--- src/include/calc_params.svh ---
// Calculator parameters
// Data and register widths, stage depth and the fixed pipe latencies

`ifndef CALC_PARAMS_SVH
`define CALC_PARAMS_SVH

// Datapath widths
`define CALC_XLEN 64
`define CALC_REG_AW 5

// Stage-info entries behind the reservation register
`define CALC_STAGES 4

// Stage whose pipe result is muxed into the completion pipe
`define CALC_INT_DONE 0
`define CALC_MUL_DONE 1

`define CALC_COMMIT_STAGE 2
`define CALC_WB_STAGE 3

`endif

--- src/rtl/calc_pkg.sv ---
// Calculator package
// Operation encoding, the dispatch packet and the per-stage control record

`include "calc_params.svh"

package calc_pkg;

  typedef enum logic [3:0]
  {
    op_add = 4'd0,
    op_sub = 4'd1,
    op_and = 4'd2,
    op_or  = 4'd3,
    op_xor = 4'd4,
    op_sll = 4'd5,
    op_srl = 4'd6,
    op_slt = 4'd7,
    op_mul = 4'd8
  } calc_op_e;

  // Packet as it leaves dispatch and sits in the reservation register
  typedef struct packed
  {
    logic                    v;
    logic                    poison;
    calc_op_e                op;
    logic [`CALC_REG_AW-1:0] rs1_addr;
    logic [`CALC_REG_AW-1:0] rs2_addr;
    logic [`CALC_XLEN-1:0]   rs1;
    logic [`CALC_XLEN-1:0]   rs2;
    logic [`CALC_REG_AW-1:0] rd_addr;
    logic                    rd_w_v;
    logic [31:0]             pc;
  } dispatch_pkt_s;

  // What each stage keeps once the operands are consumed
  typedef struct packed
  {
    logic                    v;
    logic [31:0]             pc;
    logic [`CALC_REG_AW-1:0] rd_addr;
    logic                    rd_w_v;
    logic                    int_v;
    logic                    mul_v;
  } stage_info_s;

endpackage

--- src/rtl/calc_stage_if.sv ---
// Stage bundle
// Per-stage control, poison and next-cycle completion data shared by
// the stage control, the completion pipe and the bypass network

`timescale 1ns/1ps

`include "calc_params.svh"

interface calc_stage_if;

  calc_pkg::stage_info_s [`CALC_STAGES-1:0]         info;
  logic [`CALC_STAGES-1:0]                          poison_nxt;
  logic [`CALC_STAGES-1:0][`CALC_XLEN-1:0]          fwd_data;

  // Stage control owns the shift pipe
  modport ctrl_mp (output info, output poison_nxt);

  // Completion pipe follows the stage pipe and publishes its next values
  modport comp_mp (input info, input poison_nxt, output fwd_data);

  modport bypass_mp (input info, input poison_nxt, input fwd_data);

endinterface

--- src/rtl/calc_bypass.sv ---
// Operand bypass
// Replaces each dispatched source operand with the youngest in-flight
// result headed for the same register

`timescale 1ns/1ps

`include "calc_params.svh"

module calc_bypass
  (input  calc_pkg::dispatch_pkt_s  dispatch_i
  , calc_stage_if.bypass_mp         stage
  , output logic [`CALC_XLEN-1:0]   rs1_o
  , output logic [`CALC_XLEN-1:0]   rs2_o
  );

  logic [`CALC_STAGES-1:0] fwd_v;
  logic [`CALC_STAGES-1:0] rs1_hit;
  logic [`CALC_STAGES-1:0] rs2_hit;

  // rd_w_v already implies a valid stage
  always_comb
  begin
    for (int i = 0; i < `CALC_STAGES; i++)
    begin
      fwd_v[i]   = stage.info[i].rd_w_v & ~stage.poison_nxt[i];
      rs1_hit[i] = fwd_v[i] & (stage.info[i].rd_addr == dispatch_i.rs1_addr);
      rs2_hit[i] = fwd_v[i] & (stage.info[i].rd_addr == dispatch_i.rs2_addr);
    end
  end

  // Walk from the oldest stage so the youngest hit wins
  always_comb
  begin
    rs1_o = dispatch_i.rs1;
    rs2_o = dispatch_i.rs2;
    for (int i = `CALC_STAGES-1; i >= 0; i--)
    begin
      if (rs1_hit[i])
      begin
        rs1_o = stage.fwd_data[i];
      end
      if (rs2_hit[i])
      begin
        rs2_o = stage.fwd_data[i];
      end
    end
  end

  // Stage control strips writes to x0 before they enter the pipe
  always_comb
  begin
    for (int i = 0; i < `CALC_STAGES; i++)
    begin
      assert (!(rs1_hit[i] || rs2_hit[i]) || (stage.info[i].rd_addr != '0))
        else $error("calc_bypass: x0 forwarded from stage %0d", i);
    end
  end

endmodule

--- src/flat_wrapper.sv ---
// flat-port wrapper written by rule: the top's interface ports become plain ports
module calc_bypass_flat 
  (dispatch_i, rs1_o, rs2_o, stage_info, stage_poison_nxt, stage_fwd_data);
  calc_stage_if stage_i ();
  input  calc_pkg::dispatch_pkt_s dispatch_i;
  output logic [`CALC_XLEN-1:0] rs1_o;
  output logic [`CALC_XLEN-1:0] rs2_o;
  input wire logic [$bits(stage_i.info)-1:0] stage_info;
  input wire logic [$bits(stage_i.poison_nxt)-1:0] stage_poison_nxt;
  input wire logic [$bits(stage_i.fwd_data)-1:0] stage_fwd_data;
  assign stage_i.info = stage_info;
  assign stage_i.poison_nxt = stage_poison_nxt;
  assign stage_i.fwd_data = stage_fwd_data;
  calc_bypass u_core (.dispatch_i(dispatch_i), .stage(stage_i), .rs1_o(rs1_o), .rs2_o(rs2_o));
endmodule
--- config.mk ---
export PLATFORM = sky130hd
export DESIGN_NAME = calc_bypass_flat
export DESIGN_NICKNAME = d
export VERILOG_FILES = /design/src/rtl/calc_pkg.sv /design/src/rtl/calc_stage_if.sv /design/src/rtl/calc_bypass.sv /design/src/flat_wrapper.sv
export VERILOG_INCLUDE_DIRS = /design/src /design/src/include
export SDC_FILE = /design/constraint.sdc
export NUM_CORES = 1
export LEC_CHECK = 0
export BUFFER_PORTS_ARGS = -buffer_cell sky130_fd_sc_hd__buf_2
export CAP_MARGIN = 25
export CORE_AREA = 4 4 280 282
export DETAILED_ROUTE_END_ITERATION = 16
export DIE_AREA = 0 0 284 286
export PLACE_DENSITY = 0.36
export SYNTH_ARGS = -nofsm -noshare
export SYNTH_HDL_FRONTEND = slang
export SYNTH_SLANG_ARGS = --single-unit
--- constraint.sdc ---
create_clock -name vclk -period 3.2
set_clock_uncertainty 0.15 [all_clocks]
set_input_delay 0 -clock vclk [all_inputs]
set_output_delay 0 -clock vclk [all_outputs]
set_load 0.05 [all_outputs]
* Word-level counts from Yosys, hierarchy flattened
Index checks and enable logic that the tools add are counted.
Storage, ports and cells: input port bits 606, output and inout bits 128, register bits 0, word-level logic and storage cells 32
Operators by class: eq/ne operators 8, mux-type cells 8, bitwise gates (word level) 16
Operators with widths (number):
- 64-bit 2-to-1 mux | 8
- 5-bit == test | 8
- 1-bit bitwise AND | 12
- 1-bit inverter | 4

* Logic depth before layout (Yosys ltp)
depth in word-level cells 7, depth in mapped cells 7, gate-level depth less buffers 5

* Worst setup path before layout
Ideal clock, no wire load.
kind input to output, from input stage_info[130], to output rs2_o[52], required time 3.050 ns, path buffers 1, path slack 0.835 ns, cell stages on the path 6, data arrival time 2.215 ns, cells stage by stage xnor2_1 nand3_1 nor2_1 buf_2 a221oi_1 o31ai_1
On the way: longest elaborated chain between the ends 6
RTL lines:
- start: declaration | line flat_wrapper.sv:8 | input wire logic [$bits(stage_i.info)-1:0] stage_info;
- 5-bit == test | line calc_bypass.sv:27 | rs2_hit[i] = fwd_v[i] & (stage.info[i].rd_addr == dispatch_i.rs2_addr);
- 1-bit bitwise AND | line calc_bypass.sv:27
- 64-bit 2-to-1 mux (4 in a row) | line calc_bypass.sv:42 | if (rs2_hit[i])
- end: declaration | line flat_wrapper.sv:7 | output logic [`CALC_XLEN-1:0] rs2_o;
No other way between the ends.

* Final worst setup path
from input dispatch_i[171] in the netlist's numbering, to output rs1_o[51]
On the way: longest elaborated chain between the ends 6, elaborated cells on any way between the ends 12, classes of those cells 4 x eq/ne; 4 x mux; 4 x bitwise
RTL lines:
- start: declaration | line flat_wrapper.sv:5 | input calc_pkg::dispatch_pkt_s dispatch_i;
- 5-bit == test | line calc_bypass.sv:26 | rs1_hit[i] = fwd_v[i] & (stage.info[i].rd_addr == dispatch_i.rs1_addr);
- 1-bit bitwise AND | line calc_bypass.sv:26
- 64-bit 2-to-1 mux (3 in a row) | line calc_bypass.sv:38 | if (rs1_hit[i])
- 64-bit 2-to-1 mux (*) | line calc_bypass.sv:38
- end: declaration | line flat_wrapper.sv:6 | output logic [`CALC_XLEN-1:0] rs1_o;
Mark *: on every way between the ends. The rest lies on a longest branch, timed or not.

==> run_results.csv <==
group,metric,value,unit
outcome,status,"completed",
die,pin_count,734,
die,rows,101,
yosys,synth_cell_types,23,
layout,clkbuf_count,0,
global_route,grt.total_usage,11.3,%
cts,cts.repair.resized,0,
layout,seq_cell_count,0,
routing,first_pass_iters,6,
critical_path,crit_path_max_fanout,12,
yosys,synth_top_area_share,18.0,%
yosys,synth_area,5330,um^2
yosys,syn-num-nets,1355,
yosys,synth_common_cells,"nor2_1 (133), a22oi_1 (128), o31ai_1 (128)",
layout,nets,1853,
yosys,synth_warnings,0,
critical_path,startpoint_type,"input pin",
timing,setup_viol,0,
timing,hold_viol_final,0,
layout,drive_above_1_share,53.1,%
timing,finalCritPeriodShare,82.7,%
yosys,yosysMostFrequentCell,"nor2_1",
yosys,avgSynthCellArea,7.12,um^2
routing,via_per_inst,4.22,
placed_design,place_hpwl,39300,um
routing,via_count,9405,
hold_path,min_path_cells,4,
global_route,antenna_found_initial,9,
global_route,grt_pass1_vias,10100,
routing,totalWireLength,50400,um
global_route,grt_pass1_wl,69800,um
global_route,grt_max_degree,65,
flow_run,drv_cap,0,
timing,period_needed,2.65,ns
critical_path,required,3.05,ns
timing,worst_slew_pin_slew,1.02,ns
timing,setup_tns,0,ns
timing,fmax,378,MHz
die,initial_core_util,7.05,%
timing,slew_headroom,31.9,%
cts,hold_buffers,0,
routing,post_drt_wl_per_cell,22.6,um
die,die-area,81200,um^2
timing,rsz0062_at_grt,"no",
placed_design,io_buffers,550,
yosys,ys_seq_area_share,0,%
die,die_y,286,um
die,core,75700,um^2
timing,slew_violations,0,
layout,regArea,0,um^2
yosys,synth_top_area_cell,"a22oi_1",
routing,antenna_left,0,
layout,syn_to_final_growth,77.1,%
critical_path,cp.arrival,2.50,ns
die,die_w,284,um
hold_path,holdCritPathClass,"in -> out",
yosys,synth_area_leaders,"a22oi_1 (18%), o31ai_1 (18%), a221oi_2 (14%)",
routing,drt_iter0_drc,581,
critical_path,crit_type,"in -> out",
global_route,grt_overflow,0,
routing,drc_errors,0,
cts,post-cts-setup-buffer-count,0,
critical_path,end_kind,"output port",
yosys,synth_cells,749,
placed_design,place_congestion,0.927,
kinds of logic (layout without fill, tap and decap cells):
family / count (synthesis) / after routing / synth area share [%]
buffers and inverters: 99 / 595 / 10.1
other: 0 / 8 / 0
XOR/XNOR: 40 / 40 / 6.57
AO/OA/AOI/OAI: 388 / 388 / 63.7
AND/OR/NAND/NOR: 222 / 222 / 19.7
routing by layer:
metal	vias to the layer above	track usage, %	routed length [um]
met5	-	0	41
met4	6	3.59	1260
met3	91	2.86	4660
met2	658	19.2	23600
met1	4553	14.1	20900
li1	4097	-	-
layout by cell type (no fill, tap or decap), drive strengths merged:
master and count:
nand4 3, a221oi 128, buf 595, o21bai 2, nand2b 3, nor2 134
xor2 21, o31ai 128, nand3 1, nor2b 2, and2 68, diode 8
nor4 4, or3 2, a22oi 128, nand2 5, xnor2 19, a211oi 2
layout make-up:
type | instances | area [um^2]
timing repair buffer | 595 | 3320
multi-input combinational | 650 | 4890
tap | 978 | 1220
antenna | 8 | 20.0
fill | 8822 | 66200
critical path, stage by stage:
cell	delay [ns]
buf_2	0.19
xnor2_1	0.15
nand4_1	0.20
or3_4	0.58
a221oi_1	0.90
o31ai_1	0.19
buf_2	0.27
through the flow:
stage          area [um^2]  hold WS, ns  setup slack, ns  cells  utilization [%]
4_1_cts               9430        0.310            0.574   2223             12.5
3_5_place_dp          9430        0.308            0.577   2223             12.5
5_1_grt               9430        0.336            0.477   2225             12.5
3_3_place_gp          9430        0.307            0.559   2223             12.5
2_1_floorplan         5330        0.231            0.835    749                -
6_report              9450        0.310            0.552   2231             12.5
worst paths after layout:
| check | slack [ns] | from | endpoint |
|---|---|---|---|
| setup / recovery | 0.55 | dispatch_i[171] | rs1_o[51] |
| hold / removal | 0.31 | stage_fwd_data[74] | rs2_o[10] |
