$ cat config.mk
export PLATFORM = sky130hd
export DESIGN_NAME = calc_pipe_int
export DESIGN_NICKNAME = d
export VERILOG_FILES = /design/src/rtl/calc_pkg.sv /design/src/rtl/calc_pipe_int.sv
export VERILOG_INCLUDE_DIRS = /design/src /design/src/include
export SDC_FILE = /design/constraint.sdc
export NUM_CORES = 1
export LEC_CHECK = 0
export ABC_AREA = 1
export BUFFER_PORTS_ARGS = -buffer_cell sky130_fd_sc_hd__buf_2
export CELL_PAD_IN_SITES_DETAIL_PLACEMENT = 0
export CELL_PAD_IN_SITES_GLOBAL_PLACEMENT = 2
export CORE_MARGIN = 2
export CORE_UTILIZATION = 30
export DETAILED_ROUTE_END_ITERATION = 8
export PLACE_DENSITY_LB_ADDON = 0.1
export SLEW_MARGIN = 20
export SYNTH_ARGS = -nofsm -noshare
export SYNTH_HDL_FRONTEND = slang
export SYNTH_SLANG_ARGS = --single-unit
$ cat constraint.sdc
create_clock -name vclk -period 3.3
set_input_delay 0.165 -clock vclk [all_inputs]
set_output_delay 0.165 -clock vclk [all_outputs]
set_load 0.005 [all_outputs]
$ cat src/include/calc_params.svh
// Calculator parameters
// Data and register widths, stage depth and the fixed pipe latencies

`ifndef CALC_PARAMS_SVH
`define CALC_PARAMS_SVH

// Datapath widths
`define CALC_XLEN 64
`define CALC_REG_AW 5

// Stage-info entries behind the reservation register
`define CALC_STAGES 4

// Stage whose pipe result is muxed into the completion pipe
`define CALC_INT_DONE 0
`define CALC_MUL_DONE 1

`define CALC_COMMIT_STAGE 2
`define CALC_WB_STAGE 3

`endif

$ cat src/rtl/calc_pkg.sv
// Calculator package
// Operation encoding, the dispatch packet and the per-stage control record

`include "calc_params.svh"

package calc_pkg;

  typedef enum logic [3:0]
  {
    op_add = 4'd0,
    op_sub = 4'd1,
    op_and = 4'd2,
    op_or  = 4'd3,
    op_xor = 4'd4,
    op_sll = 4'd5,
    op_srl = 4'd6,
    op_slt = 4'd7,
    op_mul = 4'd8
  } calc_op_e;

  // Packet as it leaves dispatch and sits in the reservation register
  typedef struct packed
  {
    logic                    v;
    logic                    poison;
    calc_op_e                op;
    logic [`CALC_REG_AW-1:0] rs1_addr;
    logic [`CALC_REG_AW-1:0] rs2_addr;
    logic [`CALC_XLEN-1:0]   rs1;
    logic [`CALC_XLEN-1:0]   rs2;
    logic [`CALC_REG_AW-1:0] rd_addr;
    logic                    rd_w_v;
    logic [31:0]             pc;
  } dispatch_pkt_s;

  // What each stage keeps once the operands are consumed
  typedef struct packed
  {
    logic                    v;
    logic [31:0]             pc;
    logic [`CALC_REG_AW-1:0] rd_addr;
    logic                    rd_w_v;
    logic                    int_v;
    logic                    mul_v;
  } stage_info_s;

endpackage

$ cat src/rtl/calc_pipe_int.sv
// Integer ALU pipe
// Single-cycle add, sub, logic, shift and signed compare over the
// reservation register

`timescale 1ns/1ps

`include "calc_params.svh"

module calc_pipe_int
  (input  calc_pkg::dispatch_pkt_s  issue_i
  , output logic [`CALC_XLEN-1:0]   data_o
  );

  localparam int shamt_width_lp = $clog2(`CALC_XLEN);

  logic [`CALC_XLEN-1:0]     rs1;
  logic [`CALC_XLEN-1:0]     rs2;
  logic [shamt_width_lp-1:0] shamt;

  assign rs1   = issue_i.rs1;
  assign rs2   = issue_i.rs2;
  assign shamt = rs2[shamt_width_lp-1:0];

  always_comb
  begin
    case (issue_i.op)
      calc_pkg::op_add: data_o = rs1 + rs2;
      calc_pkg::op_sub: data_o = rs1 - rs2;
      calc_pkg::op_and: data_o = rs1 & rs2;
      calc_pkg::op_or:  data_o = rs1 | rs2;
      calc_pkg::op_xor: data_o = rs1 ^ rs2;
      calc_pkg::op_sll: data_o = rs1 << shamt;
      calc_pkg::op_srl: data_o = rs1 >> shamt;
      calc_pkg::op_slt: data_o = `CALC_XLEN'($signed(rs1) < $signed(rs2));
      // op_mul belongs to the multiply pipe
      default:          data_o = '0;
    endcase
  end

endmodule

# Word-level counts from Yosys, hierarchy flattened

Index checks and enable logic that the tools add are counted.

Output and inout port bits: 64
Input port bits: 182
Register bits after elaboration: 0
Logic and storage cells: 17

Magnitude comparators: 1
Multiplexer cells: 1
Shift-type cells: 2
Bitwise gates (word level): 3
Equality and inequality tests: 7
Add/subtract/negate cells: 2
Reduce and logical (&&, ||, !) cells: 1

Operators with widths:

| operator                                                               | number |
|---|---|
| 64-bit case mux with 8 select lines                                    | 1 |
| 64-bit adder                                                           | 1 |
| 64-bit AND                                                             | 1 |
| 64-bit less-than comparator                                            | 1 |
| 64-bit bitwise OR                                                      | 1 |
| 64-bit by 6-bit << shifter with 64-bit output                          | 1 |
| 64-bit by 6-bit >> shifter with 64-bit output                          | 1 |
| 64-bit subtractor                                                      | 1 |
| 64-bit XOR                                                             | 1 |
| 4-bit by 3-bit equality test with 1-bit output (second input constant) | 4 |
| 4-bit by 2-bit equality test with 1-bit output (second input constant) | 2 |
| 4-bit by 1-bit equality test with 1-bit output (second input constant) | 1 |
| 4-bit zero test                                                        | 1 |

# Logic depth before layout (Yosys ltp)

Gate-level depths: netlist of run 1.

Depth after elaboration: 2
Mapped depth: 21
Depth with buffers taken out: 18

# Worst setup path before layout of run 1

Ideal clock, no wire load.

Kind: input-to-output
Start: input port issue_i[42] in the netlist's numbering
End: output port data_o[33]
Arrival: 2.329 ns
Data required time: 3.135 ns
Slack: 0.806 ns
Stages: 17
Path buffers: 4
Path through: buf_2 > inv_2 > buf_2 > buf_1 > ha_1 > buf_2 > nor2_1 > nand3_1 > nand3_1 > nand2_1 > nand2_1 > nand2_1 > nand2_1 > nand3_1 > nand3_1 > nand3_1 > nand3_1

Longest elaborated chain between the ends: 2
Elaborated cells between the ends (all ways): 5
Classes of those cells: add/sub (2); shift (2); mux (1)

RTL lines:

| element                                   | RTL line            | RTL |
|---|---|---|
| from (decl)                               | calc_pipe_int.sv:10 | `(input calc_pkg::dispatch_pkt_s issue_i` |
| 64-bit subtractor (tied with other cells) | calc_pipe_int.sv:28 | `calc_pkg::op_sub: data_o = rs1 - rs2;` |
| 64-bit case mux with 8 select lines (*)   | calc_pipe_int.sv:26 | `case (issue_i.op)` |
| to (decl)                                 | calc_pipe_int.sv:11 | `` , output logic [`CALC_XLEN-1:0] data_o `` |

Every way passes the cells marked *; elsewhere a longest branch is shown, timed or not.

# Worst setup path after layout of run 1

Start: input port issue_i[108] in the netlist's numbering
End: output port data_o[60]

Same word-level chain as after synthesis.

==> metrics.cfg, run 1 <==
[critical_path]
start_kind=primary input
crit_path_start=issue_i[108]
endpoint=data_o[60]
crit_arrival_ns=3.05
crit_required_ns=3.13
worstSetupEndpointType=output port
crit_type=primary input to output port
crit_fanout=8

[yosys]
yosys-top-cells-count=nand2_1, nand3_1, inv_1
yosysWarnings=0
synth_top_area_cell=nand2_1
yosysUniqueCellTypes=51
synth.most_common_cell=nand2_1
synth_cells=4833
syn_area_per_cell_um2=4.72
synth_area_um2=22800
yosysTopAreaCellShare_pct=27.7
syn-num-nets=5221
ys_seq_area_share_pct=0
synth.area.top_cells=nand2_1, nand3_1, inv_1

[sta]
rsz0062_at_grt=no
period_needed_ns=3.21
tns_ns=0
slew_headroom_pct=35.4
worst_pin_slew_ns=0.960
hold_ws_ns=1.06
finalSetupViolCount=0
hold_violations=0
slew_violations=0
max_freq_mhz=311
period_share_pct=97.4

[power_and_ir_drop]
pwr-share-clk_pct=0
powerDensity_nw_per_um2=186
power.share.sequential_pct=0
peakVddDrop_uv=84.6
internal_power_w=0.00134
switching_share_pct=71.9
pwr-share-comb_pct=100.0
power_switching_w=0.00344
leakage_nw=15.1

[global_routing]
grt_antenna_before_repair=8
grt_pass1_wl_um=218000
grt-ovfl-total=0
grt_usage_pct=39.1
grt_start_max_net_pins=134
grt_pass1_vias=30300

[floorplan]
placementRows=101
start_util_pct=30.2
die_w_um=280
die_area_um2=78200
ios=246
fp.dieH_um=280
core-area_um2=75600

[routing]
num_vias=33000
detail-route-antenna-nets=0
wl_per_cell_um=26.5
drtIter0Drc=4270
drc=0
firstDrtPassIters=6
viasPerCell=5.50
wl_um=159000

[place]
dp_hpwl_um=137000
place.gp.congestion=1.07
portBuffers=196
postPlaceCellArea_um2=25800

[final_layout]
final_layout_size_suffix_gt1_share_pct=9.87
clkbuf_count=0
area_growth_pct=13.2
n_sequential_cell=0
design_area_um2=25800
seq_area_um2=0
finalNetCount=5415

[hold_path]
hp-start=issue_i[101]
hold_class=primary input to output port

[clock_tree]
ctsResizeCount=0
holdBufCountCts=0
post_cts_buffers=0

[status]
status=complete, no violations

[run]
maxCapViolCount=0

## area by class of cell
| type | count | area (µm²) |
|---|---|---|
| diodes | 2 | 5.00 |
| fillers | 9334 | 49800 |
| multi-input cells | 3839 | 18800 |
| repair buffers | 415 | 2840 |
| inverters | 771 | 2900 |
| well taps | 978 | 1220 |
## worst min path at each step
| stage | cells past startpoint | to |
|---|---|---|
| global placement | 7 | data_o[13] |
| floorplan | 4 | data_o[0] |
| detailed placement | 7 | data_o[11] |
| finish | 7 | data_o[63] |
| CTS | 7 | data_o[11] |
| global route | 7 | data_o[63] |
## stage by stage
stage | cells | util, % | power, W | setup slack [ns]
floorplan | 4833 | - | 0.00257 | 0.806
global placement | 6003 | 34.1 | 0.00462 | 0.255
detailed placement | 6003 | 34.1 | 0.00462 | 0.234
CTS | 6003 | 34.1 | 0.00463 | 0.233
global route | 6004 | 34.1 | 0.00510 | 0.0274
finish | 6005 | 34.1 | 0.00479 | 0.0863
## metal layers
layer / track usage (%) / vias to the layer above / part of all wire (%)
met3: 5.65 / 200 / 8.4
met2: 60.5 / 1486 / 43
li1: - / 15700 / -
met4: 14.3 / 4 / 4.4
met1: 54.6 / 15600 / 44
met5: 0 / - / 0.017
## power groups by stage
stage                             Clock, W  Combinational, W  Sequential (W)
final                     0.00000000000294           0.00479               0
after global routing       0.0000000000405           0.00510               0
after detailed placement                 0           0.00462               0
after global placement                   0           0.00462               0
after CTS                                0           0.00463               0
after floorplan                          0           0.00257               0
## critical path, stage by stage
cell,delay (ns)
buf_2,0.12
inv_1,0.06
ha_1,0.45
nand2_1,0.23
nor2_1,0.33
nand3_1,0.12
nand2_1,0.30
nand2_1,0.08
nand2_1,0.19
nand2_1,0.08
nand2_1,0.24
nand2_1,0.14
nand2_1,0.09
nand2_1,0.05
nand3_1,0.08
nand3_1,0.12
buf_2,0.18
## layout by cell type, fill, tap and decap left out, drive strengths merged, types with 2 or more instances in the layout
cell type	instances
o21a	7
and2	45
nor2	358
mux2i	3
o21ai	157
nand3b	11
inv	771
o221ai	2
nand2	1722
o22ai	51
o211ai	27
a31oi	6
nor4	2
buf	415
ha	204
or2	10
a21oi	234
xor2	3
nand3	876
fa	2
a211oi	3
o21bai	12
o2111ai	2
nand4	48
nor3	39
diode	2
a221oi	10
## cell families after synthesis
group                    synth area share [%]
AO/OA/AOI/OAI                            12.7
XOR/XNOR                                0.115
adder cells (fa/ha/maj)                  11.4
buffers and inverters                    17.5
multiplexers                            0.132
AND/OR/NAND/NOR                          58.2
Power figures use the tool's default switching activity.
==> inputs of run 2 (changes only) <==
CELL_PAD_IN_SITES_DETAIL_PLACEMENT = 1   (was 0)
CELL_PAD_IN_SITES_GLOBAL_PLACEMENT = 1   (was 2)
CORE_UTILIZATION = 41   (was 30)
==> metrics.cfg, run 2 (same netlist as run 1, synthesis figures left out) <==
[status]
status=complete, no violations

[clock_tree]
ctsResizeCount=0
post_cts_buffers=0
holdBufCountCts=0

[global_routing]
grt_antenna_before_repair=12
grt_pass1_vias=32700
grt-ovfl-total=0
grt_pass1_wl_um=211000
grt_start_max_net_pins=138
grt_usage_pct=50.2

[sta]
max_freq_mhz=311
period_share_pct=97.5
tns_ns=0
hold_violations=0
slew_violations=0
period_needed_ns=3.22
worst_pin_slew_ns=0.758
finalSetupViolCount=0
slew_headroom_pct=49.4
rsz0062_at_grt=no

[final_layout]
design_area_um2=25200
final_common_cell=nand2_1
layout_common_cells=nand2_1, nand3_1, inv_1, nor2_1, a21oi_1
n_sequential_cell=0
final_layout_size_suffix_gt1_share_pct=9.03
clkbuf_count=0
multiInputGateArea_um2=18800
nFillCells=8711
finalNetCount=5365
layoutNonFillerInstCount=5731
area_growth_pct=10.4
seq_area_um2=0

[critical_path]
worstSetupEndpointType=output port
crit_type=primary input to output port
crit_arrival_ns=3.05
start_kind=primary input
path_cells=buf_2 -> inv_1 -> ha_1 -> nor2_2 -> nand2_1 -> nor2_1 -> nand2_1 -> nor3_1 -> nand2_1 -> nand2_1 -> nand2_1 -> nand3_1 -> nand2_1 -> buf_2
slowest_stage=ha_1
max_stage_delay_ns=0.54
crit_required_ns=3.13
worst_path_most_repeated_cell=nand2_1
crit_fanout=8

[routing]
detail-route-antenna-nets=0
drtIter0Drc=4529
num_vias=34700
firstDrtPassIters=6
viasPerCell=6.06
wl_per_cell_um=26.1
wl_um=149000
drc=0

[power_and_ir_drop]
powerDensity_nw_per_um2=187
peakVddDrop_uv=115
leakage_nw=14.9
post-layout-total-power_w=0.00469

[place]
dp_hpwl_um=127000
portBuffers=196
place.gp.congestion=1.14
postPlaceCellArea_um2=25100
placed_cells_incl_taps=5723

[floorplan]
die_area_um2=57500
core-area_um2=55000
die_w_um=240
start_util_pct=41.5
fp.dieH_um=240
placementRows=86
ios=246

[hold_path]
whs_path_depth=6
hold_end=data_o[0]
hp-start=issue_i[177]
hold_class=primary input to output port

[run]
maxCapViolCount=0

run 2: cell count changes in the layout (fill, tap and decap cells not counted):
| cell | before | now |
|---|---|---|
| nand2_2 | 35 | 36 |
| nor2_1 | 353 | 351 |
| nand3_2 | 3 | 4 |
| inv_1 | 757 | 758 |
| nand3_1 | 873 | 872 |
| buf_4 | 207 | 157 |
| diode_2 | 2 | 8 |
| nor2_2 | 4 | 6 |
| nand2_1 | 1685 | 1684 |
| inv_2 | 10 | 9 |
run 2: worst max-delay path by stage:
| stage | from | end | slack, ns | depth (start not counted) |
|---|---|---|---|---|
| 2_1_floorplan | issue_i[42] | data_o[33] | 0.81 | 17 |
| 6_report | issue_i[151] | data_o[0] | 0.08 | 14 |
| 3_3_place_gp | issue_i[102] | data_o[20] | 0.30 | 17 |
| 4_1_cts | issue_i[102] | data_o[42] | 0.20 | 19 |
| 5_1_grt | issue_i[138] | data_o[44] | 0.04 | 14 |
| 3_5_place_dp | issue_i[102] | data_o[42] | 0.21 | 19 |
run 2: worst max-delay path: cells and delay by family:
kind | cells | cell delay, ns
buffers and inverters | 3 | 0.40
AND/OR/NAND/NOR | 10 | 1.93
adder cells (fa/ha/maj) | 1 | 0.54
run 2: final cells by class:
type / count / share of cell area [%]
repair buffers: 365 / 9.78
well taps: 748 / 3.72
diodes: 8 / 0.0796
inverters: 771 / 11.5
multi-input cells: 3839 / 74.9
run 2: per-stage QoR:
stage          util [%]  setup WS [ns]  hold WS (ns)
2_1_floorplan         -          0.806         0.516
3_3_place_gp       45.7          0.298          1.00
3_5_place_dp       45.7          0.206          1.01
4_1_cts            45.7          0.200          1.02
5_1_grt            45.7         0.0409          1.07
6_report           45.8         0.0837          1.07
run 2: per-layer routing:
layer / GRT usage (%) / part of all wire (%)
met2: 74.4 / 40
met5: 0 / 0.037
met1: 65.9 / 40
met3: 12.3 / 12
met4: 28.5 / 7.1
run 2: report_power, final:
| group | switching [W] | total (W) | leakage [nW] | internal (W) |
|---|---|---|---|---|
| clock | 0 | 0.000000000131 | 0.0000561 | 0.000000000131 |
| sequential | 0 | 0 | 0 | 0 |
| combinational | 0.00341 | 0.00469 | 14.9 | 0.00129 |
| total | 0.00341 | 0.00469 | 14.9 | 0.00129 |
