===== config.mk =====
export PLATFORM = sky130hd
export DESIGN_NAME = calc_completion_flat
export DESIGN_NICKNAME = d
export VERILOG_FILES = /design/src/rtl/calc_pkg.sv /design/src/rtl/calc_stage_if.sv /design/src/rtl/calc_completion.sv /design/src/flat_wrapper.sv
export VERILOG_INCLUDE_DIRS = /design/src /design/src/include
export SDC_FILE = /design/constraint.sdc
export NUM_CORES = 1
export LEC_CHECK = 0
export BUFFER_PORTS_ARGS = -buffer_cell sky130_fd_sc_hd__buf_2
export CAP_MARGIN = 15
export CORE_AREA = 4 4 242 244
export DETAILED_ROUTE_END_ITERATION = 8
export DIE_AREA = 0 0 246 248
export PLACE_DENSITY = 0.42
export SETUP_SLACK_MARGIN = 0.4
export SYNTH_ARGS = -nofsm -noshare
export SYNTH_HDL_FRONTEND = slang
export SYNTH_SLANG_ARGS = --single-unit

===== constraint.sdc =====
create_clock -name clk_i -period 1.19 [get_ports clk_i]
set_input_delay 0.1785 -clock clk_i [delete_from_list [all_inputs] [get_ports clk_i]]
set_output_delay 0.1785 -clock clk_i [all_outputs]
set_load 0.1 [all_outputs]

===== src/include/calc_params.svh =====
// Calculator parameters
// Data and register widths, stage depth and the fixed pipe latencies

`ifndef CALC_PARAMS_SVH
`define CALC_PARAMS_SVH

// Datapath widths
`define CALC_XLEN 64
`define CALC_REG_AW 5

// Stage-info entries behind the reservation register
`define CALC_STAGES 4

// Stage whose pipe result is muxed into the completion pipe
`define CALC_INT_DONE 0
`define CALC_MUL_DONE 1

`define CALC_COMMIT_STAGE 2
`define CALC_WB_STAGE 3

`endif


===== src/rtl/calc_pkg.sv =====
// Calculator package
// Operation encoding, the dispatch packet and the per-stage control record

`include "calc_params.svh"

package calc_pkg;

  typedef enum logic [3:0]
  {
    op_add = 4'd0,
    op_sub = 4'd1,
    op_and = 4'd2,
    op_or  = 4'd3,
    op_xor = 4'd4,
    op_sll = 4'd5,
    op_srl = 4'd6,
    op_slt = 4'd7,
    op_mul = 4'd8
  } calc_op_e;

  // Packet as it leaves dispatch and sits in the reservation register
  typedef struct packed
  {
    logic                    v;
    logic                    poison;
    calc_op_e                op;
    logic [`CALC_REG_AW-1:0] rs1_addr;
    logic [`CALC_REG_AW-1:0] rs2_addr;
    logic [`CALC_XLEN-1:0]   rs1;
    logic [`CALC_XLEN-1:0]   rs2;
    logic [`CALC_REG_AW-1:0] rd_addr;
    logic                    rd_w_v;
    logic [31:0]             pc;
  } dispatch_pkt_s;

  // What each stage keeps once the operands are consumed
  typedef struct packed
  {
    logic                    v;
    logic [31:0]             pc;
    logic [`CALC_REG_AW-1:0] rd_addr;
    logic                    rd_w_v;
    logic                    int_v;
    logic                    mul_v;
  } stage_info_s;

endpackage


===== src/rtl/calc_stage_if.sv =====
// Stage bundle
// Per-stage control, poison and next-cycle completion data shared by
// the stage control, the completion pipe and the bypass network

`timescale 1ns/1ps

`include "calc_params.svh"

interface calc_stage_if;

  calc_pkg::stage_info_s [`CALC_STAGES-1:0]         info;
  logic [`CALC_STAGES-1:0]                          poison_nxt;
  logic [`CALC_STAGES-1:0][`CALC_XLEN-1:0]          fwd_data;

  // Stage control owns the shift pipe
  modport ctrl_mp (output info, output poison_nxt);

  // Completion pipe follows the stage pipe and publishes its next values
  modport comp_mp (input info, input poison_nxt, output fwd_data);

  modport bypass_mp (input info, input poison_nxt, input fwd_data);

endinterface


===== src/rtl/calc_completion.sv =====
// Completion pipe
// Muxes each pipe result in at its fixed latency, carries it down to
// writeback and publishes the next-cycle values for forwarding

`timescale 1ns/1ps

`include "calc_params.svh"

module calc_completion
  (input                              clk_i
  , input                             rst_n_i
  , input  logic [`CALC_XLEN-1:0]     int_data_i
  , input  logic [`CALC_XLEN-1:0]     mul_data_i
  , calc_stage_if.comp_mp             stage
  , output logic                      wb_v_o
  , output logic [`CALC_REG_AW-1:0]   wb_addr_o
  , output logic [`CALC_XLEN-1:0]     wb_data_o
  );

  logic [`CALC_STAGES-1:0][`CALC_XLEN-1:0] comp_r;
  logic [`CALC_STAGES-1:0][`CALC_XLEN-1:0] comp_n;

  // Single issue with static latencies means at most one pipe lands per stage
  always_comb
  begin
    comp_n[0] = '0;
    for (int i = 1; i < `CALC_STAGES; i++)
    begin
      comp_n[i] = comp_r[i-1];
    end
    if (stage.info[`CALC_INT_DONE].int_v)
    begin
      comp_n[`CALC_INT_DONE] = int_data_i;
    end
    if (stage.info[`CALC_MUL_DONE].mul_v)
    begin
      comp_n[`CALC_MUL_DONE] = mul_data_i;
    end
  end

  always_ff @(posedge clk_i)
  begin
    comp_r <= comp_n;
  end

  // A mul still in stage 0 forwards the empty value
  assign stage.fwd_data = comp_n;

  always_ff @(posedge clk_i or negedge rst_n_i)
  begin
    if (!rst_n_i)
    begin
      wb_v_o <= 1'b0;
    end
    else
    begin
      wb_v_o <= stage.info[`CALC_WB_STAGE].rd_w_v & ~stage.poison_nxt[`CALC_WB_STAGE];
    end
  end

  always_ff @(posedge clk_i)
  begin
    wb_addr_o <= stage.info[`CALC_WB_STAGE].rd_addr;
  end

  assign wb_data_o = comp_r[`CALC_WB_STAGE];

  a_wb_no_x0 : assert property (@(posedge clk_i) disable iff (!rst_n_i)
    wb_v_o |-> (wb_addr_o != '0))
    else $error("calc_completion: writeback to x0");

endmodule


===== src/flat_wrapper.sv =====
// flat-port wrapper written by rule: the top's interface ports become plain ports
module calc_completion_flat 
  (clk_i, rst_n_i, int_data_i, mul_data_i, wb_v_o, wb_addr_o, wb_data_o, stage_info, stage_poison_nxt, stage_fwd_data);
  calc_stage_if stage_i ();
  input clk_i;
  input rst_n_i;
  input  logic [`CALC_XLEN-1:0] int_data_i;
  input  logic [`CALC_XLEN-1:0] mul_data_i;
  output logic wb_v_o;
  output logic [`CALC_REG_AW-1:0] wb_addr_o;
  output logic [`CALC_XLEN-1:0] wb_data_o;
  input wire logic [$bits(stage_i.info)-1:0] stage_info;
  input wire logic [$bits(stage_i.poison_nxt)-1:0] stage_poison_nxt;
  output wire logic [$bits(stage_i.fwd_data)-1:0] stage_fwd_data;
  assign stage_i.info = stage_info;
  assign stage_i.poison_nxt = stage_poison_nxt;
  assign stage_fwd_data = stage_i.fwd_data;
  calc_completion u_core (.clk_i(clk_i), .rst_n_i(rst_n_i), .int_data_i(int_data_i), .mul_data_i(mul_data_i), .stage(stage_i), .wb_v_o(wb_v_o), .wb_addr_o(wb_addr_o), .wb_data_o(wb_data_o));
endmodule

* Word level (Yosys, flattened, before mapping) *
Cells that the tools add are included.

storage, ports and cells
  register bits = 262
  output and inout port bits = 326
  logic and storage cells = 10

operators by class
  mux-type cells = 2
  bitwise gates (word level) = 2

operators with widths
  kind                count
  64-bit two-way mux  2
  1-bit AND           1
  1-bit inverter      1

* Logic depth before layout (Yosys ltp) *
Gate-level depths: netlist of the first run.

  word-level depth = 2
  gate-level depth with buffers = 3
  depth with buffers taken out = 1

* Worst setup path after synthesis of the first run *
Ideal clock, no wire load.

  path kind = input -> register
  from = input port stage_info[1]
  to = register u_core.comp_r[10] (netlist name)
  library setup time = 0.204 ns
  data arrival time = 1.143 ns
  required time = 0.986 ns
  setup slack = -0.157 ns
  cell stages on the path = 2
  cell sequence = clkbuf_1 > and2_1

between the ends
  longest elaborated chain between the ends = 1

RTL lines
  element                 RTL line               RTL
  start: declaration      flat_wrapper.sv:12     input wire logic [$bits(stage_i.info)-1:0] stage_info;
  64-bit two-way mux      calc_completion.sv:31  if (stage.info[`CALC_INT_DONE].int_v)
  via stage_fwd_data[10]  flat_wrapper.sv:14     output wire logic [$bits(stage_i.fwd_data)-1:0] stage_fwd_data;
  end signal: assignment  calc_completion.sv:43  comp_r <= comp_n;
  end: declaration        calc_completion.sv:20  logic [`CALC_STAGES-1:0][`CALC_XLEN-1:0] comp_r;

The timed path passes the listed nets, and every way through them passes these cells.

* Worst setup path after layout of the first run *
  from = register u_core.comp_r[24] (netlist name)
  to = output port stage_fwd_data[88]

between the ends
  longest elaborated chain between the ends = 1

RTL lines
  element             RTL line               RTL
  64-bit two-way mux  calc_completion.sv:35  if (stage.info[`CALC_MUL_DONE].mul_v)
  end: declaration    flat_wrapper.sv:14

No other way between the ends.

==> run_results.csv, run 1 <==
group,metric,value,unit
critical_path,cp_slowest_cell,"dfxtp_2",
timing,setup_viol,262,
placement,hpwl,21900,um
floorplanning,die_area,0.0610,sq mm
timing,worst_pin_slew,0.316,ns
logic_synthesis,synth_area_per_cell,13.8,sq um
cells_and_area,nets,1295,
route,first_iter_violations,82,
clock_tree,htreeDepth,1,
route,routed_wl,28500,um
pwr,irDropWorstVdd,993,uV
timing,holdWs,-0.136,ns
route,dr.max_layer_used,"met5",
global_route,track_usage,0.0879,
logic_synthesis,ys_types,10,
clock_tree,clock_latency,0.56,ns
route,dr_wl_met3,3220,um
timing,post-route-min-period,1.53,ns
route,avgRoutedWirePerCell,16.0,um
timing,fmax,655,MHz
clock_tree,clkTransAtPathRegs,0.06,ns
clock_tree,clock_sinks,262,
logic_synthesis,synth.net_count,894,
critical_path,start_kind,"register",
global_route,grt_max_degree,29,
pwr,power.density,1760,mW/mm^2
clock_tree,cts_tree,"built",
clock_tree,numCtsBuffers,31,
placement,gp_congestion,0.730,
critical_path,required,1.01,ns
logic_synthesis,yosys_warnings,0,
cells_and_area,final_cell_mix,"333 x buf_12, 187 x dfxtp_2, 136 x buf_2, 64 x mux2_4, 64 x and2_4",
floorplanning,top_level_ports,624,
job,max-cap-violations,0,
cells_and_area,fin_cells,1777,
timing,hold_viol,106,
critical_path,crit_path_end_kind,"output pin",
cells_and_area,drive_gt1_frac,0.925,
floorplanning,die_h,248,um
run_status,violations,"negative hold slack, negative setup slack",
run_status,status,"finished, violations left",
logic_synthesis,yosysSeqAreaShare,0.640,
logic_synthesis,syn_inst,596,
placement,pre_cts_ws,-0.182,ns
floorplanning,die_w,246,um
route,drcViolationCount,0,
logic_synthesis,synth_seq_cells,262,
route,wl_met2,14700,um
timing,slew_headroom,0.789,
critical_path,critical_path_peak_fanout,2,
timing,min_period_over_period,1.28,
timing,setup_slack,-0.336,ns
global_route,grt_pass1_wl,39200,um
critical_path,crit_type,"register to output pin",
floorplanning,initial_core_util,0.146,
route,wl_met1,9850,um
global_route,globalRoute.totalOverflow,0,
route,routed_via_density,2.97,
route,dr.pass1.iters,4,
placement,port_buffers,464,
cells_and_area,area_growth,114,%
clock_tree,cts-root-buf,"clkbuf_16",
floorplanning,coreArea,0.0563,sq mm
logic_synthesis,netlist_area,0.00820,sq mm
global_route,grt_pass1_vias,5698,
timing,final-max-slew-violation-count,0,
pwr,power_leakage,0.00778,uW
route,ant_nets,0,
placement,dp.cells,1633,
route,vias,5270,
timing,finClkSkew,0.0146,ns
cells_and_area,fin_util,0.312,
worst_hold_path,hp-class,"input pin to register",
critical_path,worstPathCellList,"mux2_4 -> buf_12",
floorplanning,fp-row-count,87,
critical_path,worst-endpoint-arrival,1.35,ns
clock_tree,ctsHoldBuffers,21,
clock_tree,cts_buffer_depth,3,
timing,rsz0062_at_grt,"true",
critical_path,cp_slowest_stage_delay,0.33,ns
global_route,antenna_found_initial,4,
cells_and_area,mostFrequentLayoutCell,"buf_12",
-- cell usage after synthesis --
| library cell | number | area share |
|---|---|---|
| nor2b_1 | 1 | 0.00076 |
| clkbuf_1 | 6 | 0.0027 |
| dfxtp_1 | 261 | 0.64 |
| dfrtp_1 | 1 | 0.0031 |
| buf_6 | 1 | 0.0014 |
| and2_1 | 64 | 0.049 |
| buf_12 | 6 | 0.015 |
| mux2_4 | 60 | 0.11 |
| buf_4 | 192 | 0.18 |
| mux2_2 | 4 | 0.0055 |
-- report_power, final --
group	total, uW	internal (uW)	switching [uW]	leakage, uW
Clock	9760	5940	3830	0.000522
Combinational	11100	4030	7070	0.00502
Sequential	10100	9540	534	0.00224
-- area by class of cell --
| type | count | area (sq um) |
|---|---|---|
| well taps | 756 | 946 |
| repair buffers | 573 | 8460 |
| clock inverters | 18 | 210 |
| fillers | 5517 | 38700 |
| clock buffers | 38 | 852 |
| diodes | 1 | 2.50 |
| flip-flops and latches | 262 | 5570 |
| multi-input cells | 129 | 1530 |
-- flip-flops by register name (all words and copies together), names as in the netlist --
signal and count:
u_core.wb_addr_o 5, u_core.wb_v_o 1, u_core.comp_r 64, u_core.stage.fwd_data 128, u_core.wb_data_o 64
-- metal layers --
metal  track usage  vias to the layer above
li1              -                     2499
met1        0.0929                     2456
met2         0.157                      271
met3        0.0394                       42
met4        0.0272                        2
met5             0                        -
-- cell families after synthesis --
kind of cell | after synthesis | share of synthesized area
buf+inv | 205 | 0.195
flops | 262 | 0.640
mux | 64 | 0.115
simple gates | 65 | 0.0496
-- per-stage QoR --
stage	instance area, sq um	power (uW)	TNS [ns]	hold WS (ns)
final	17600	30900	-33.23	-0.136
after CTS	17400	31400	-48.12	-0.186
after global routing	17600	32100	-50.42	-0.186
after global placement	15200	20900	-7.73	-0.0459
after detailed placement	15200	20900	-7.88	-0.0423
after floorplan	8530	17200	0	-0.117
-- final timing paths --
kind	from	to	slack (ns)	cells past startpoint
setup / recovery	u_core.comp_r[24]	stage_fwd_data[88]	-0.34	2
hold / removal	int_data_i[0]	u_core.comp_r[0]	-0.14	2
max in group asynchronous	rst_n_i	u_core.wb_v_o	0.60	3
min in group asynchronous	rst_n_i	u_core.wb_v_o	0.47	3
setup reg to reg	u_core.comp_r[58]	u_core.stage.fwd_data[186]	0.17	4
hold reg to reg	u_core.stage.fwd_data[188]	u_core.stage.fwd_data[252]	0.36	0
-- worst max-delay path: cells and delay by family, from the launching register on --
kind	cells	cell delay, ns
mux	1	0.28
flops	1	0.33
buf+inv	1	0.17
-- what timing repair did --
action | 4_1_cts | 5_1_grt
endpoints found under the setup margin | 332 | 340
pin swaps | 18 | 10
hold endpoints to repair | 131 | 107
cloned | 6 | 0
gates resized for setup | 241 | 25
setup buffers | 44 | 16
Note: power is estimated with default switching activity, not from simulation.
==> inputs of run 2 (changes only) <==
- PLACE_DENSITY: 0.42 -> not set
==> run 2 against run 1 <==
Effect of this change: the flow still finishes with violations (negative hold slack, negative setup slack); combinational power about the same; clock skew down 0.0019 ns; non-clock buffer count up 26; utilization up 0.65 points; largest power group unchanged; final area up 2.1%; via count up 3.5%; sequential share of layout area down 0.57 points.
==> run_results.csv, run 2 (synthesis results as in run 1) <==
group,metric,value,unit
cells_and_area,final_cell_mix,"332 x buf_12, 178 x dfxtp_2, 136 x buf_2, 64 x mux2_4, 64 x and2_4",
pwr,p_total,31000,uW
worst_hold_path,hp-class,"input pin to register",
run_status,violations,"negative hold slack, negative setup slack",
timing,rsz0062_at_grt,"true",
critical_path,cp_slowest_cell,"mux2_4",
timing,worst_pin_slew,0.232,ns
timing,post-route-min-period,1.55,ns
route,avgRoutedWirePerCell,17.3,um
placement,dp.cells,1628,
critical_path,crit_type,"register to output pin",
cells_and_area,mostFrequentLayoutCell,"buf_12",
critical_path,reg2reg_to,"u_core.stage.fwd_data[188]",
critical_path,critical_path_peak_fanout,2,
global_route,grt_pass1_wl,41700,um
critical_path,r2r_cells,4,
timing,fmax,646,MHz
timing,hold_viol,75,
cells_and_area,fin_cells,1805,
critical_path,crit_path_end_kind,"output pin",
timing,min_period_over_period,1.30,
cells_and_area,drive_gt1_frac,0.897,
cells_and_area,area_growth,119,%
timing,final-max-slew-violation-count,0,
clock_tree,cts_tree,"built",
critical_path,start_kind,"register",
worst_hold_path,min_to,"u_core.stage.fwd_data[191]",
critical_path,required,1.01,ns
timing,setup_slack,-0.358,ns
clock_tree,clock_sinks,262,
timing,slew_headroom,0.846,
worst_hold_path,min_from,"mul_data_i[63]",
timing,finClkSkew,0.0126,ns
placement,hpwl,22200,um
cells_and_area,nets,1321,
floorplanning,die_w,246,um
clock_tree,cts-root-buf,"clkbuf_16",
global_route,track_usage,0.0938,
route,first_iter_violations,56,
clock_tree,clkTransAtPathRegs,0.06,ns
pwr,power.density,1730,mW/mm^2
floorplanning,top_level_ports,624,
floorplanning,coreArea,0.0563,sq mm
route,routed_wl,31100,um
job,max-cap-violations,0,
placement,gp_congestion,0.753,
critical_path,reg2reg_setup_slack,0.17,ns
pwr,irDropWorstVdd,1130,uV
route,dr.pass1.iters,4,
floorplanning,initial_core_util,0.146,
timing,holdWs,-0.124,ns
route,drcViolationCount,0,
critical_path,worst-endpoint-arrival,1.37,ns
floorplanning,die_area,0.0610,sq mm
global_route,grt_pass1_vias,6016,
global_route,globalRoute.totalOverflow,0,
route,vias,5455,
floorplanning,die_h,248,um
critical_path,cp_slowest_stage_delay,0.32,ns
global_route,antenna_found_initial,3,
timing,setup_tns,-33.49,ns
clock_tree,clock_latency,0.56,ns
clock_tree,numCtsBuffers,31,
critical_path,worstPathCellList,"mux2_4 -> buf_12",
placement,port_buffers,464,
pwr,power_leakage,0.00812,uW
worst_hold_path,min_path_cells,2,
route,ant_nets,0,
route,routed_via_density,3.02,
cells_and_area,largest_reg_flops,128,
critical_path,r2r-start,"u_core.comp_r[60]",
timing,setup_viol,262,
run_status,status,"finished, violations left",
global_route,grt_max_degree,24,
floorplanning,fp-row-count,87,
cells_and_area,fillers,5382,
clock_tree,cts_buffer_depth,3,
clock_tree,htreeDepth,1,
-- run 2: stage by stage --
stage                     hold WS (ns)  cell area, sq um  utilization  setup WS [ns]
after floorplan                 -0.117              8530            -          0.117
after global placement         -0.0462             15100        0.269         -0.252
after detailed placement       -0.0429             15100        0.269         -0.255
after CTS                       -0.184             17700        0.314         -0.423
after global routing            -0.160             17900        0.319         -0.432
final                           -0.124             17900        0.319         -0.358
-- run 2: repair_timing --
action                                 in CTS  in global routing
hold buffers                               48                  4
pin swaps                                  19                  8
endpoints found under the hold margin     132                 82
setup buffers                              36                 19
setup endpoints to repair                 331                344
gates resized for setup                   245                 43
cloned                                     11                  0
-- run 2: how the worst max path moves through the flow --
stage                          end              start  slack, ns  cells past startpoint
6_report       stage_fwd_data[125]  u_core.comp_r[61]      -0.36                      2
5_1_grt        stage_fwd_data[125]  u_core.comp_r[61]      -0.43                      2
4_1_cts        stage_fwd_data[125]  u_core.comp_r[61]      -0.42                      2
3_5_place_dp   stage_fwd_data[124]     stage_info[41]      -0.25                      4
3_3_place_gp   stage_fwd_data[124]     stage_info[41]      -0.25                      4
2_1_floorplan  stage_fwd_data[100]     stage_info[41]       0.12                      3
-- run 2: worst max-delay path, delay by kind of cell (launching register included) --
| family | cells | cell delay (ns) |
|---|---|---|
| buffers and inverters | 1 | 0.18 |
| multiplexers | 1 | 0.32 |
| flip-flops | 1 | 0.29 |
-- run 2: power breakdown --
group | leakage (uW) | total, uW | internal (uW) | switching (uW)
combinational | 0.00536 | 11200 | 4110 | 7130
sequential | 0.00224 | 10100 | 9530 | 560
clock | 0.000517 | 9690 | 5920 | 3770
-- run 2: final cells by class --
class | count | area [sq um] | share of cell area
repair buffers | 599 | 8820 | 0.491
flip-flops and latches | 262 | 5590 | 0.311
multi-input cells | 129 | 1530 | 0.0852
well taps | 756 | 946 | 0.0527
clock buffers | 45 | 908 | 0.0506
clock inverters | 12 | 151 | 0.00844
diodes | 2 | 5.00 | 0.000279
-- run 2: layer usage --
metal / GRT usage / vias to the layer above / share of wire
li1: - / 2564 / -
met1: 0.102 / 2538 / 0.36
met3: 0.0378 / 48 / 0.10
met4: 0.0284 / 0 / 0.030
met2: 0.168 / 305 / 0.51
met5: 0 / - / 0
